<file path="src/fu_pkg.sv">
package fu_pkg;

  // Basic widths
  typedef logic [63:0] word_t;  // Operand / result word
  typedef logic [5:0]  tag_t;   // Destination physical register tag

  // ALU operations, reference order without multiply
  // 5 bits wide so undefined codes exist and hit the poison default
  typedef enum logic [4:0] {
    ALU_ADDQ   = 5'd0,
    ALU_SUBQ   = 5'd1,
    ALU_AND    = 5'd2,
    ALU_BIC    = 5'd3,
    ALU_BIS    = 5'd4,
    ALU_ORNOT  = 5'd5,
    ALU_XOR    = 5'd6,
    ALU_EQV    = 5'd7,
    ALU_SRL    = 5'd8,
    ALU_SLL    = 5'd9,
    ALU_SRA    = 5'd10,
    ALU_CMPULT = 5'd11,
    ALU_CMPEQ  = 5'd12,
    ALU_CMPULE = 5'd13,
    ALU_CMPLT  = 5'd14,
    ALU_CMPLE  = 5'd15
  } alu_func_e;

  // Branch condition, [1:0] picks the test, [2] inverts
  typedef logic [2:0] br_func_t;

  typedef struct packed {
    alu_func_e func;
    word_t     opa;
    word_t     opb;
    tag_t      tag;
  } alu_req_s;

  typedef struct packed {
    word_t opa;
    word_t opb;
    tag_t  tag;
  } mult_req_s;

  typedef struct packed {
    br_func_t func;
    word_t    opa;   // Register under test
    word_t    pc;
    word_t    disp;  // Word displacement, already sign extended
    tag_t     tag;
  } br_req_s;

  // What a unit holds for the arbiter
  typedef struct packed {
    tag_t  tag;
    word_t value;
    logic  br_taken;   // Zero outside the branch unit
    word_t br_target;
  } fu_result_s;

  // Common data bus
  typedef struct packed {
    logic  valid;
    tag_t  tag;
    word_t value;
    logic  br_taken;
    word_t br_target;
  } cdb_s;

  localparam int NUM_UNITS = 3;

  // Request / grant bit positions
  localparam int UNIT_ALU  = 0;
  localparam int UNIT_MULT = 1;
  localparam int UNIT_BR   = 2;

endpackage

</file>
<file path="src/cdb_arbiter.sv">
`timescale 1ns/1ps

module cdb_arbiter (
  input  logic                          clock,
  input  logic                          rst_n,
  input  logic [fu_pkg::NUM_UNITS-1:0]  req,
  input  fu_pkg::fu_result_s            results [fu_pkg::NUM_UNITS],
  output logic [fu_pkg::NUM_UNITS-1:0]  gnt,
  output fu_pkg::cdb_s                  cdb
);

  localparam int N  = fu_pkg::NUM_UNITS;
  localparam int PW = $clog2(N);

  logic [PW-1:0] ptr;    // First unit to look at
  logic [PW-1:0] win;    // Winner this cycle
  logic          found;

  // Search req starting at ptr, wrapping
  always_comb begin
    int idx;
    gnt   = '0;
    win   = ptr;
    found = 1'b0;
    for (int i = 0; i < N; i++) begin
      idx = (int'(ptr) + i) % N;
      if (!found && req[idx]) begin
        found    = 1'b1;
        win      = PW'(idx);
        gnt[idx] = 1'b1;
      end
    end
  end

  // Next search starts just past the winner
  always_ff @(posedge clock or negedge rst_n) begin
    if (!rst_n) begin
      ptr <= PW'(fu_pkg::UNIT_ALU);
    end else if (found) begin
      ptr <= (int'(win) == N - 1) ? '0 : win + 1'b1;
    end
  end

  always_comb begin
    cdb = '0;  // Idle bus reads as all zero
    if (found) begin
      cdb.valid     = 1'b1;
      cdb.tag       = results[win].tag;
      cdb.value     = results[win].value;
      cdb.br_taken  = results[win].br_taken;
      cdb.br_target = results[win].br_target;
    end
  end

  a_gnt_onehot: assert property (@(posedge clock) disable iff (!rst_n)
    $onehot0(gnt)) else $error("more than one CDB grant");

  a_gnt_subset: assert property (@(posedge clock) disable iff (!rst_n)
    (gnt & ~req) == '0) else $error("CDB grant without request");

endmodule

</file>
<file path="config.mk">
export PLATFORM = sky130hd
export DESIGN_NAME = cdb_arbiter
export DESIGN_NICKNAME = d
export VERILOG_FILES = /design/src/fu_pkg.sv /design/src/cdb_arbiter.sv
export SDC_FILE = /design/constraint.sdc
export NUM_CORES = 1
export LEC_CHECK = 0
export BUFFER_PORTS_ARGS = -buffer_cell sky130_fd_sc_hd__buf_2
export CELL_PAD_IN_SITES_DETAIL_PLACEMENT = 2
export CELL_PAD_IN_SITES_GLOBAL_PLACEMENT = 2
export CORE_AREA = 2 2 213 215
export DETAILED_ROUTE_END_ITERATION = 8
export DIE_AREA = 0 0 215 217
export PLACE_DENSITY = 0.63
export SLEW_MARGIN = 25
export SYNTH_ARGS = -nofsm -noshare
export SYNTH_HDL_FRONTEND = slang
export SYNTH_SLANG_ARGS = --single-unit
</file>
<file path="constraint.sdc">
create_clock -name clock -period 2.9 [get_ports clock]
set_input_delay 0.58 -clock clock [delete_from_list [all_inputs] [get_ports clock]]
set_output_delay 0.58 -clock clock [all_outputs]
set_load 0.05 [all_outputs]
</file>
==> impl_metrics.py <==
metrics = {
    "cts": {
        "ctsHtreeMaxLevel": 1,
        "numCtsBuffers": 3,
        "cts_tree": "done",
        "cts_sinks": 2,
        "insertion_delay_ns": 0.22,
        "cts_root_buffer": "clkbuf_16",
        "cts.path.max_buffers": 2,
        "clk_pin_slew_ns": 0.03,
    },
    "worst_setup_path": {
        "slowest_delay_ns": 0.38,
        "cp-end-kind": "output port",
        "critical_path.top_delay_family": "compound AO/OA/AOI/OAI gates",
        "r2r-start": "ptr[0]$_DFFE_PN0P_",
        "r2r-end": "ptr[1]$_DFFE_PN0P_",
        "worst-path-stages": 13,
        "start_kind": "flip-flop",
        "critPathMaxFanout": 16,
        "ff2ff_setup_slack_ns": 0.46,
        "slowest_stage": "dfrtp_1",
        "crit_path_end": "cdb[50]",
        "worstPathBufferInverterCount": 6,
        "path_class": "reg -> out",
        "required_ns": 2.32,
        "cp.arrival_ns": 2.94,
        "reg2reg_depth": 11,
        "cp_cell_sequence": "inv_2 -> ha_4 -> buf_6 -> nand3b_1 -> o21a_4 -> a21o_1 -> o221a_4 -> buf_4 -> buf_12 -> buf_6 -> mux2i_4 -> o2bb2ai_4 -> buf_12",
        "cp-startpoint": "ptr[0]$_DFFE_PN0P_",
    },
    "run": {
        "max-cap-violations": 0,
    },
    "routing": {
        "dr.pass1.iters": 4,
        "drt_iter0_drc": 134,
        "drcViolationCount": 0,
        "wl_per_cell_um": 20.05,
        "postRouteAntennaNets": 0,
        "num_vias": 6259,
        "finalWirelength_mm": 32.96,
        "via_per_inst": 3.807,
    },
    "synthesis": {
        "synthCells": 375,
        "syn_area_um2": 3266,
        "async_reset_ff_frac": 1.000,
        "synth_nets": 789,
        "synth_seq_area_share": 0.01533,
        "ys_warn_count": 0,
        "synthFlopType": "dfrtp_1",
        "synthDistinctLibCells": 36,
        "syn_avg_cell_area_um2": 8.708,
        "ys_ff_latch": 2,
        "synth_edf_count": 0,
    },
    "timing": {
        "setup_viol": 136,
        "hold_violations": 0,
        "tightestPinTransition_ns": 0.3232,
        "clock_skew_ns": 0.004923,
        "period_needed_ns": 3.521,
        "max_freq_mhz": 284.0,
        "layout_worst_path_cycle_share": 1.214,
        "final_max_slew_viol_count": 0,
        "max_slew_margin": 0.7784,
        "fin_ws_ns": -0.6212,
        "rsz0062_at_grt": "yes",
    },
    "hold_path": {
        "min_path_type": "in -> async",
    },
    "placed_design": {
        "port_buffers": 548,
        "place_congestion": 0.8003,
        "hpwl_mm": 25.53,
        "placed_cell_area_um2": 9874,
    },
    "run_status": {
        "status": "finished with violations",
        "violations": "negative setup slack",
    },
    "grt": {
        "grt_start_max_net_pins": 31,
        "grt_pass1_wl_mm": 44.53,
        "grt-ovfl-total": 0,
        "antenna_found_initial": 1,
        "grt_use_total": 0.1219,
        "grt_pass1_vias": 7264,
    },
    "floorplan": {
        "die_width_um": 215,
        "row_count": 78,
        "floorplan.initialDensity": 0.07306,
        "boundaryPins": 549,
        "die_h_um": 217,
        "core_um2": 44700,
        "fp.dieArea_um2": 46660,
    },
    "layout": {
        "mostFrequentLayoutCells": "buf_2, buf_4, o2bb2ai_4, mux2i_1, buf_6",
        "regMostFlops": "ptr",
        "area_growth_pct": 264.7,
        "largest_reg_flops": 2,
        "reg_top3": "ptr (2)",
        "fin_nets": 1459,
        "design_area_um2": 11910,
        "drive_gt1_frac": 0.8707,
        "n_antenna_cell": 0,
        "layout_commonest_cell": "buf_2",
    },
}
[logic make-up (layout without fill, tap and decap cells)]
logic type | Yosys count | in the layout | share of synthesized area
DFF | 2 | 2 | 0.01533
and+or+nand+nor | 19 | 19 | 0.03180
adders and majority gates | 4 | 4 | 0.01533
muxes | 140 | 140 | 0.4345
buffers and inverters | 51 | 720 | 0.08889
AOI/OAI and AO/OA | 159 | 159 | 0.4142
[layout make-up]
| cell class | instances | area [µm²] |
|---|---|---|
| multi-input cells | 322 | 5419 |
| well taps | 600 | 750.7 |
| flip-flops and latches | 2 | 51.30 |
| fillers | 4948 | 32790 |
| repair buffers | 711 | 5592 |
| inverters | 5 | 18.77 |
| clock buffers | 4 | 78.83 |
[what timing repair did]
action / CTS / global route
buffers inserted: 15 / 22
setup endpoints to repair: 138 / 139
resized for setup: 327 / 80
gates cloned: 4 / 6
pin swaps: 4 / 11
hold buffers: 0 / 0
endpoints found under the hold margin: 0 / 0
[synthesized netlist by cell type (2+ instances only)]
cell,instances,area share
o31ai_1,2,0.0046
buf_1,7,0.0080
mux2i_1,137,0.42
o2bb2ai_1,135,0.36
dfrtp_1,2,0.015
inv_1,5,0.0057
nand3b_1,2,0.0046
a21oi_1,7,0.011
buf_2,25,0.038
ha_1,4,0.015
o21a_1,2,0.0046
nor2_1,3,0.0034
buf_6,5,0.017
nand2_1,7,0.0080
o21ai_0,4,0.0061
buf_4,8,0.018
[metrics by stage]
step                        util  hold slack [ns]  setup TNS [ns]  std cells  worst slack (ns)
after global placement    0.2209           0.3683          -49.52       1595           -0.4160
final                     0.2665           0.1315          -72.19       1644           -0.6212
after CTS                 0.2531           0.1308          -73.05       1618           -0.6428
after global routing      0.2665           0.1320          -85.84       1644           -0.6989
after floorplan                -           0.2844          -36.00        375           -0.5005
after detailed placement  0.2209           0.3677          -57.27       1595           -0.4864
[worst min-delay path by stage]
stage | startpoint | cells after the start | end | slack (ns)
2_1_floorplan | rst_n | 0 | ptr[0]$_DFFE_PN0P_ | 0.28
3_3_place_gp | rst_n | 1 | ptr[0]$_DFFE_PN0P_ | 0.37
3_5_place_dp | rst_n | 1 | ptr[0]$_DFFE_PN0P_ | 0.37
4_1_cts | rst_n | 1 | ptr[1]$_DFFE_PN0P_ | 0.13
5_1_grt | rst_n | 1 | ptr[1]$_DFFE_PN0P_ | 0.13
6_report | rst_n | 1 | ptr[1]$_DFFE_PN0P_ | 0.13
[per-layer routing]
metal / share of wire / GRT usage
met5: 0.00036 / 0
met4: 0.019 / 0.02023
met3: 0.070 / 0.02781
met2: 0.57 / 0.2516
met1: 0.34 / 0.1246
Power is left out: the tool's default activity adds up to more than one toggle a clock period on the data nets, which glitch-free logic cannot reach.
