<file path="src/fu_pkg.sv">
package fu_pkg;

  // Basic widths
  typedef logic [63:0] word_t;  // Operand / result word
  typedef logic [5:0]  tag_t;   // Destination physical register tag

  // ALU operations, reference order without multiply
  // 5 bits wide so undefined codes exist and hit the poison default
  typedef enum logic [4:0] {
    ALU_ADDQ   = 5'd0,
    ALU_SUBQ   = 5'd1,
    ALU_AND    = 5'd2,
    ALU_BIC    = 5'd3,
    ALU_BIS    = 5'd4,
    ALU_ORNOT  = 5'd5,
    ALU_XOR    = 5'd6,
    ALU_EQV    = 5'd7,
    ALU_SRL    = 5'd8,
    ALU_SLL    = 5'd9,
    ALU_SRA    = 5'd10,
    ALU_CMPULT = 5'd11,
    ALU_CMPEQ  = 5'd12,
    ALU_CMPULE = 5'd13,
    ALU_CMPLT  = 5'd14,
    ALU_CMPLE  = 5'd15
  } alu_func_e;

  // Branch condition, [1:0] picks the test, [2] inverts
  typedef logic [2:0] br_func_t;

  typedef struct packed {
    alu_func_e func;
    word_t     opa;
    word_t     opb;
    tag_t      tag;
  } alu_req_s;

  typedef struct packed {
    word_t opa;
    word_t opb;
    tag_t  tag;
  } mult_req_s;

  typedef struct packed {
    br_func_t func;
    word_t    opa;   // Register under test
    word_t    pc;
    word_t    disp;  // Word displacement, already sign extended
    tag_t     tag;
  } br_req_s;

  // What a unit holds for the arbiter
  typedef struct packed {
    tag_t  tag;
    word_t value;
    logic  br_taken;   // Zero outside the branch unit
    word_t br_target;
  } fu_result_s;

  // Common data bus
  typedef struct packed {
    logic  valid;
    tag_t  tag;
    word_t value;
    logic  br_taken;
    word_t br_target;
  } cdb_s;

  localparam int NUM_UNITS = 3;

  // Request / grant bit positions
  localparam int UNIT_ALU  = 0;
  localparam int UNIT_MULT = 1;
  localparam int UNIT_BR   = 2;

endpackage

</file>
<file path="src/branch_unit.sv">
`timescale 1ns/1ps

module branch_unit (
  input  logic               clock,
  input  logic               rst_n,
  input  logic               issue,
  input  fu_pkg::br_req_s    req_in,
  output logic               busy,
  output logic               req,
  input  logic               gnt,
  output fu_pkg::fu_result_s result
);

  logic          cond;      // Condition after invert
  fu_pkg::word_t link;      // pc + 4
  fu_pkg::word_t target;
  logic          req_q;
  fu_pkg::tag_t  tag_q;
  fu_pkg::word_t link_q;
  logic          taken_q;
  fu_pkg::word_t target_q;

  always_comb begin
    case (req_in.func[1:0])
      2'b00: cond = ~req_in.opa[0];                          // Low bit clear
      2'b01: cond = (req_in.opa == '0);                      // Equal zero
      2'b10: cond = req_in.opa[63];                          // Negative
      default: cond = req_in.opa[63] || (req_in.opa == '0);  // Less or equal zero
    endcase
    if (req_in.func[2])
      cond = ~cond;  // NE / GE / GT / bit set forms
  end

  assign link   = req_in.pc + 64'd4;
  assign target = link + (req_in.disp << 2);  // Displacement in words

  always_ff @(posedge clock or negedge rst_n) begin
    if (!rst_n) begin
      req_q <= 1'b0;
    end else if (issue) begin
      req_q <= 1'b1;
    end else if (gnt) begin
      req_q <= 1'b0;  // Result left on the CDB
    end
  end

  // Payload, no reset
  always_ff @(posedge clock) begin
    if (issue) begin
      tag_q    <= req_in.tag;
      link_q   <= link;
      taken_q  <= cond;
      target_q <= target;
    end
  end

  assign req  = req_q;
  assign busy = req_q & ~gnt;

  assign result = '{tag: tag_q, value: link_q, br_taken: taken_q, br_target: target_q};

  a_no_issue_busy: assert property (@(posedge clock) disable iff (!rst_n)
    issue |-> !busy) else $error("branch_unit issued while busy");

endmodule

</file>
<file path="config.mk">
export PLATFORM = sky130hd
export DESIGN_NAME = branch_unit
export DESIGN_NICKNAME = d
export VERILOG_FILES = /design/src/fu_pkg.sv /design/src/branch_unit.sv
export SDC_FILE = /design/constraint.sdc
export NUM_CORES = 1
export LEC_CHECK = 0
export ABC_AREA = 1
export CAP_MARGIN = 30
export CORE_ASPECT_RATIO = 0.6
export CORE_MARGIN = 2
export CORE_UTILIZATION = 25
export DETAILED_ROUTE_END_ITERATION = 10
export DONT_BUFFER_PORTS = 1
export GPL_ROUTABILITY_DRIVEN = 0
export PLACE_DENSITY = 0.43
export SETUP_SLACK_MARGIN = 0.15
export SLEW_MARGIN = 20
export SYNTH_ARGS = -nofsm -noshare
export SYNTH_HDL_FRONTEND = slang
export SYNTH_SLANG_ARGS = --single-unit
</file>
<file path="constraint.sdc">
create_clock -name clock -period 1.88 [get_ports clock]
set_input_delay 0.188 -clock clock [delete_from_list [all_inputs] [get_ports clock]]
set_output_delay 0.188 -clock clock [all_outputs]
set_load 0.005 [all_outputs]
</file>
==> results.txt <==
- Including well taps, the total number of placed cells is around 2500.
* Count of synthesis-stage warnings from yosys: 0
* First-pass DRT Iterations: 5
- The tool flagged a number of max-cap violations equal to 0.
* Buffers from clock root to sink, at most: 2
- STA classifies the critical path endpoint as a flop.
* Delay of the slowest critical-path stage: slightly above 0.3 ns
* Via count of the first global-routing pass: roughly 12000
- Post-synthesis sequential area ratio: about a third
- Of all cell types, the one taking the most synthesized area is sky130_fd_sc_hd__edfxtp_1.
* TritonCTS clock tree: yes
* Vias post-DR: 12200
- For this run, the top clock speed supported by timing is between 300 and 400 MHz.
- Setup repair after global routing could not meet its margin everywhere.
- Overall Global Routing Usage: between 20 and 25%
* Hold Crit Start: issue
- For this run, design rule violations remaining after detail routing come to 0.
* Chain of cells forming the critical path: nand2_8, clkinv_8, nand3_4, nor2_8, inv_4, nor2_4, nand4_1, buf_4, nor2_2, xor2_1, buf_4, ha_4, buf_4, nand2_2, nor2_2, nand2_1, inv_2, nand2_2, nor2_2, nand2_2, nand3_1, nand2_1
- H-Tree Depth: 4
- Floorplan die height: 170 µm
* Maximum number of pins on one net before global-route repair: 135
* CP max FO: 4
- Area of the core: 0.0450 mm²
- For the worst setup path, the data required time is around 2.1 ns.
- In this run the tool buffered the top-level ports with 0 buffer cells.
* Slowest cell on the critical path: sky130_fd_sc_hd__ha_4
- Dividing the synthesized area by the synthesized cell count gives ~7.0 µm².
- Final critical-path setup slack: -0.627 ns
- Detailed Place HPWL: 44900 µm
- The die covers 0.0476 mm².
- The finished layout holds approximately 2600 standard cells, fillers aside.
- Counting distinct cell types in the post-synthesis netlist gives 39.
- Total gr overflow: 0
- Kind of critical path: primary input to flop
* Crit Reg-Reg Endpoint: req
- Post-synthesis register bit count: approximately 130
* CTS sink count: roughly 130
- Among cell families on the critical path, the largest total delay comes from simple AND/OR/NAND/NOR gates.
* Clock transition time at the flip-flop clock pins of the worst setup and hold paths: about 0.080 ns
- Shortest period the worst path allows: roughly 2.5 ns
- R2R Path Start: req
- After detailed routing, the average wire length per cell comes to ~20 µm.
- Number of antenna violations at the first check in global routing: 1
- In this run, CTS created clock tree buffers numbering 17.
* Maximum resistive drop on vdd: just over 600 µV
* Post-synthesis to final-layout area growth: 69.1%
- Worst min-delay path category: primary input to flop
* Most used flip-flop cell after synthesis: sky130_fd_sc_hd__edfxtp_1
- Endpoint of the worst hold path: target_q[18]
- Total Negative Setup Slacks: -23.62 ns
- Once the floorplan was initialized, standard cells occupied 25.4% of the core.
- Leaving out fill and tap cells, the most frequent cell in the layout is sky130_fd_sc_hd__nand2_1.
* Kind of start point of the critical path: primary input
- The final critical path takes up 133% of the cycle.
* Post-Syn Nets: roughly 1900
- The count of nets left with antenna violations once routing finished came out at 0.
- The synthesized design devotes to its leading area cell type between 30% and 40% of total area.
- Count of buffer and inverter cells on the critical path: 6
- In the layout the commonest cells are 377 x sky130_fd_sc_hd__nand2_1, 321 x sky130_fd_sc_hd__buf_4, 219 x sky130_fd_sc_hd__inv_1.
* Data arrival, critical path: around 2.7 ns
* Count of cells along the worst register-to-register path: 4
* Final nets: about 2300
* Via density per instance: about 4.6
- Width of the die: roughly 280 µm
- Number of endpoints with negative hold slack in the final report: 73
* Combined area of all synthesized cells: about 0.011 mm²
- Counting flops with a built-in enable in the synthesized netlist gives ~130.
- In this run, the number of DRC markers left after iteration 0 of detailed routing was between 900 and 1000.
* Buffer cell driving the clock tree root: sky130_fd_sc_hd__clkbuf_16
* Violated checks: negative hold slack, negative setup slack
- Cell types with the largest area share after synthesis: sky130_fd_sc_hd__edfxtp_1 35%, sky130_fd_sc_hd__nand2_1 19%, sky130_fd_sc_hd__inv_1 9.5%
- Transition time of the tightest slew-check pin: 0.328 ns
- Endpoints failing setup: between 50 and 60
- The worst hold path was traced through 0 stages.
* Global-route wire length before repair: 76300 µm
* Outcome: complete, but fails checks
* Remaining max-slew budget at the tightest pin: between 70% and 80%
- Ys async rst share: 0.746%
- The floorplan has 60 rows.
* Fraction of layout instances using a drive strength above 1: 50.0%
* Number of fill cells: 4370
- Hold timing on the final database bottoms out at a slack of -0.152 ns.
- Gate Count Post-Synth: 1644
- For this design the static power due to leakage is roughly 8.8 nW.
- I/O pin cnt: between 300 and 400
* Total power density per cell area: 601 mW/mm²
- Overall routed net length: between 50000 and 60000 µm
- FF-to-FF setup slack: between 0.4 and 0.5 ns
- For the final database, setup skew stands at 0 ns.
* Count of final max-slew check failures: 0
- Worst skew pair latency: between 0.4 and 0.5 ns
## stage by stage
stage / area [µm²] / total power, mW / worst slack (ns) / util [%] / hold WS (ns)
floorplan: 12200 / 5.55 / -0.611 / - / -0.108
global placement: 15200 / 6.98 / -1.39 / 33.7 / -0.108
detailed placement: 15200 / 6.98 / -1.37 / 33.7 / -0.108
CTS: 17800 / 11.2 / -0.611 / 39.5 / -0.148
global route: 19300 / 12.2 / -0.737 / 43.0 / -0.164
finish: 19300 / 11.6 / -0.627 / 43.0 / -0.152
## flip-flops by register name, summed over array words and instances (netlist names)
| signal | flops |
|---|---|
| req | 1 |
| tag_q | 6 |
| target_q | 62 |
| taken_q | 1 |
| link_q | 64 |
## area by class of cell
cell class	count	area (µm²)	share of cell area (%)
Timing Repair Buffer	381	3090	16.0
Clock inverter	14	165	0.854
Antenna cell	2	5.00	0.0259
Inverter	293	1140	5.91
Tap cell	589	737	3.81
Clock buffer	18	429	2.22
Sequential cell	134	4020	20.8
Multi-Input combinational cell	1214	9760	50.4
## metal layers
layer / share of wire [%] / vias to the layer above / global-route usage, %
li1: - / 5970 / -
met1: 48 / 5794 / 33.0
met2: 42 / 397 / 32.4
met3: 8.0 / 32 / 5.97
met4: 1.5 / 0 / 4.51
met5: 0 / - / 0
## synthesized netlist by cell type, types with 14 or more instances
library cell and count:
sky130_fd_sc_hd__edfxtp_1 133, sky130_fd_sc_hd__nand2_1 579, sky130_fd_sc_hd__a21oi_1 57, sky130_fd_sc_hd__nor2_1 195
sky130_fd_sc_hd__o21bai_1 14, sky130_fd_sc_hd__inv_1 289, sky130_fd_sc_hd__nand3_1 78, sky130_fd_sc_hd__xnor2_1 20
sky130_fd_sc_hd__nor3_1 21, sky130_fd_sc_hd__o21ai_0 15, sky130_fd_sc_hd__xor2_1 72, sky130_fd_sc_hd__ha_1 68
sky130_fd_sc_hd__nand4_1 24, sky130_fd_sc_hd__nor4_1 14
## worst reg2reg max path, delay by kind of cell, from the launching register on
kind	cells	cell delay (ns)
simple gates	2	0.31
buf+inv	2	0.61
flops	1	0.40
## what timing repair did
action	CTS	global route
pin swaps	119	118
setup buffers	27	37
hold endpoints to repair	149	134
hold buffers	16	1
resized for setup	370	300
setup endpoints to repair	57	57
## cells by family after synthesis
kind of cell | count (synthesis) | synth area share, %
AOI/OAI and AO/OA | 90 | 4.34
xor gates and xnor gates | 94 | 7.33
adders and majority gates | 69 | 7.61
buffers and inverters | 296 | 9.82
DFF | 134 | 35.1
and+or+nand+nor | 961 | 35.8
## report_power, final
group / total, mW / internal [mW] / switching, mW
registers: 3.99 / 3.75 / 0.242
logic: 3.99 / 1.83 / 2.16
clock network: 3.64 / 2.00 / 1.65
## worst max path at each step
stage	startpoint	end	slack [ns]	cells past startpoint
global placement	req_in[94]	target_q[58]	-1.39	15
finish	req_in[74]	target_q[61]	-0.63	22
detailed placement	req_in[86]	target_q[61]	-1.37	19
global route	req_in[81]	target_q[56]	-0.74	21
CTS	req_in[74]	target_q[54]	-0.61	21
floorplan	req_in[72]	target_q[59]	-0.61	22
Note: power is estimated with default switching activity, not from simulation.
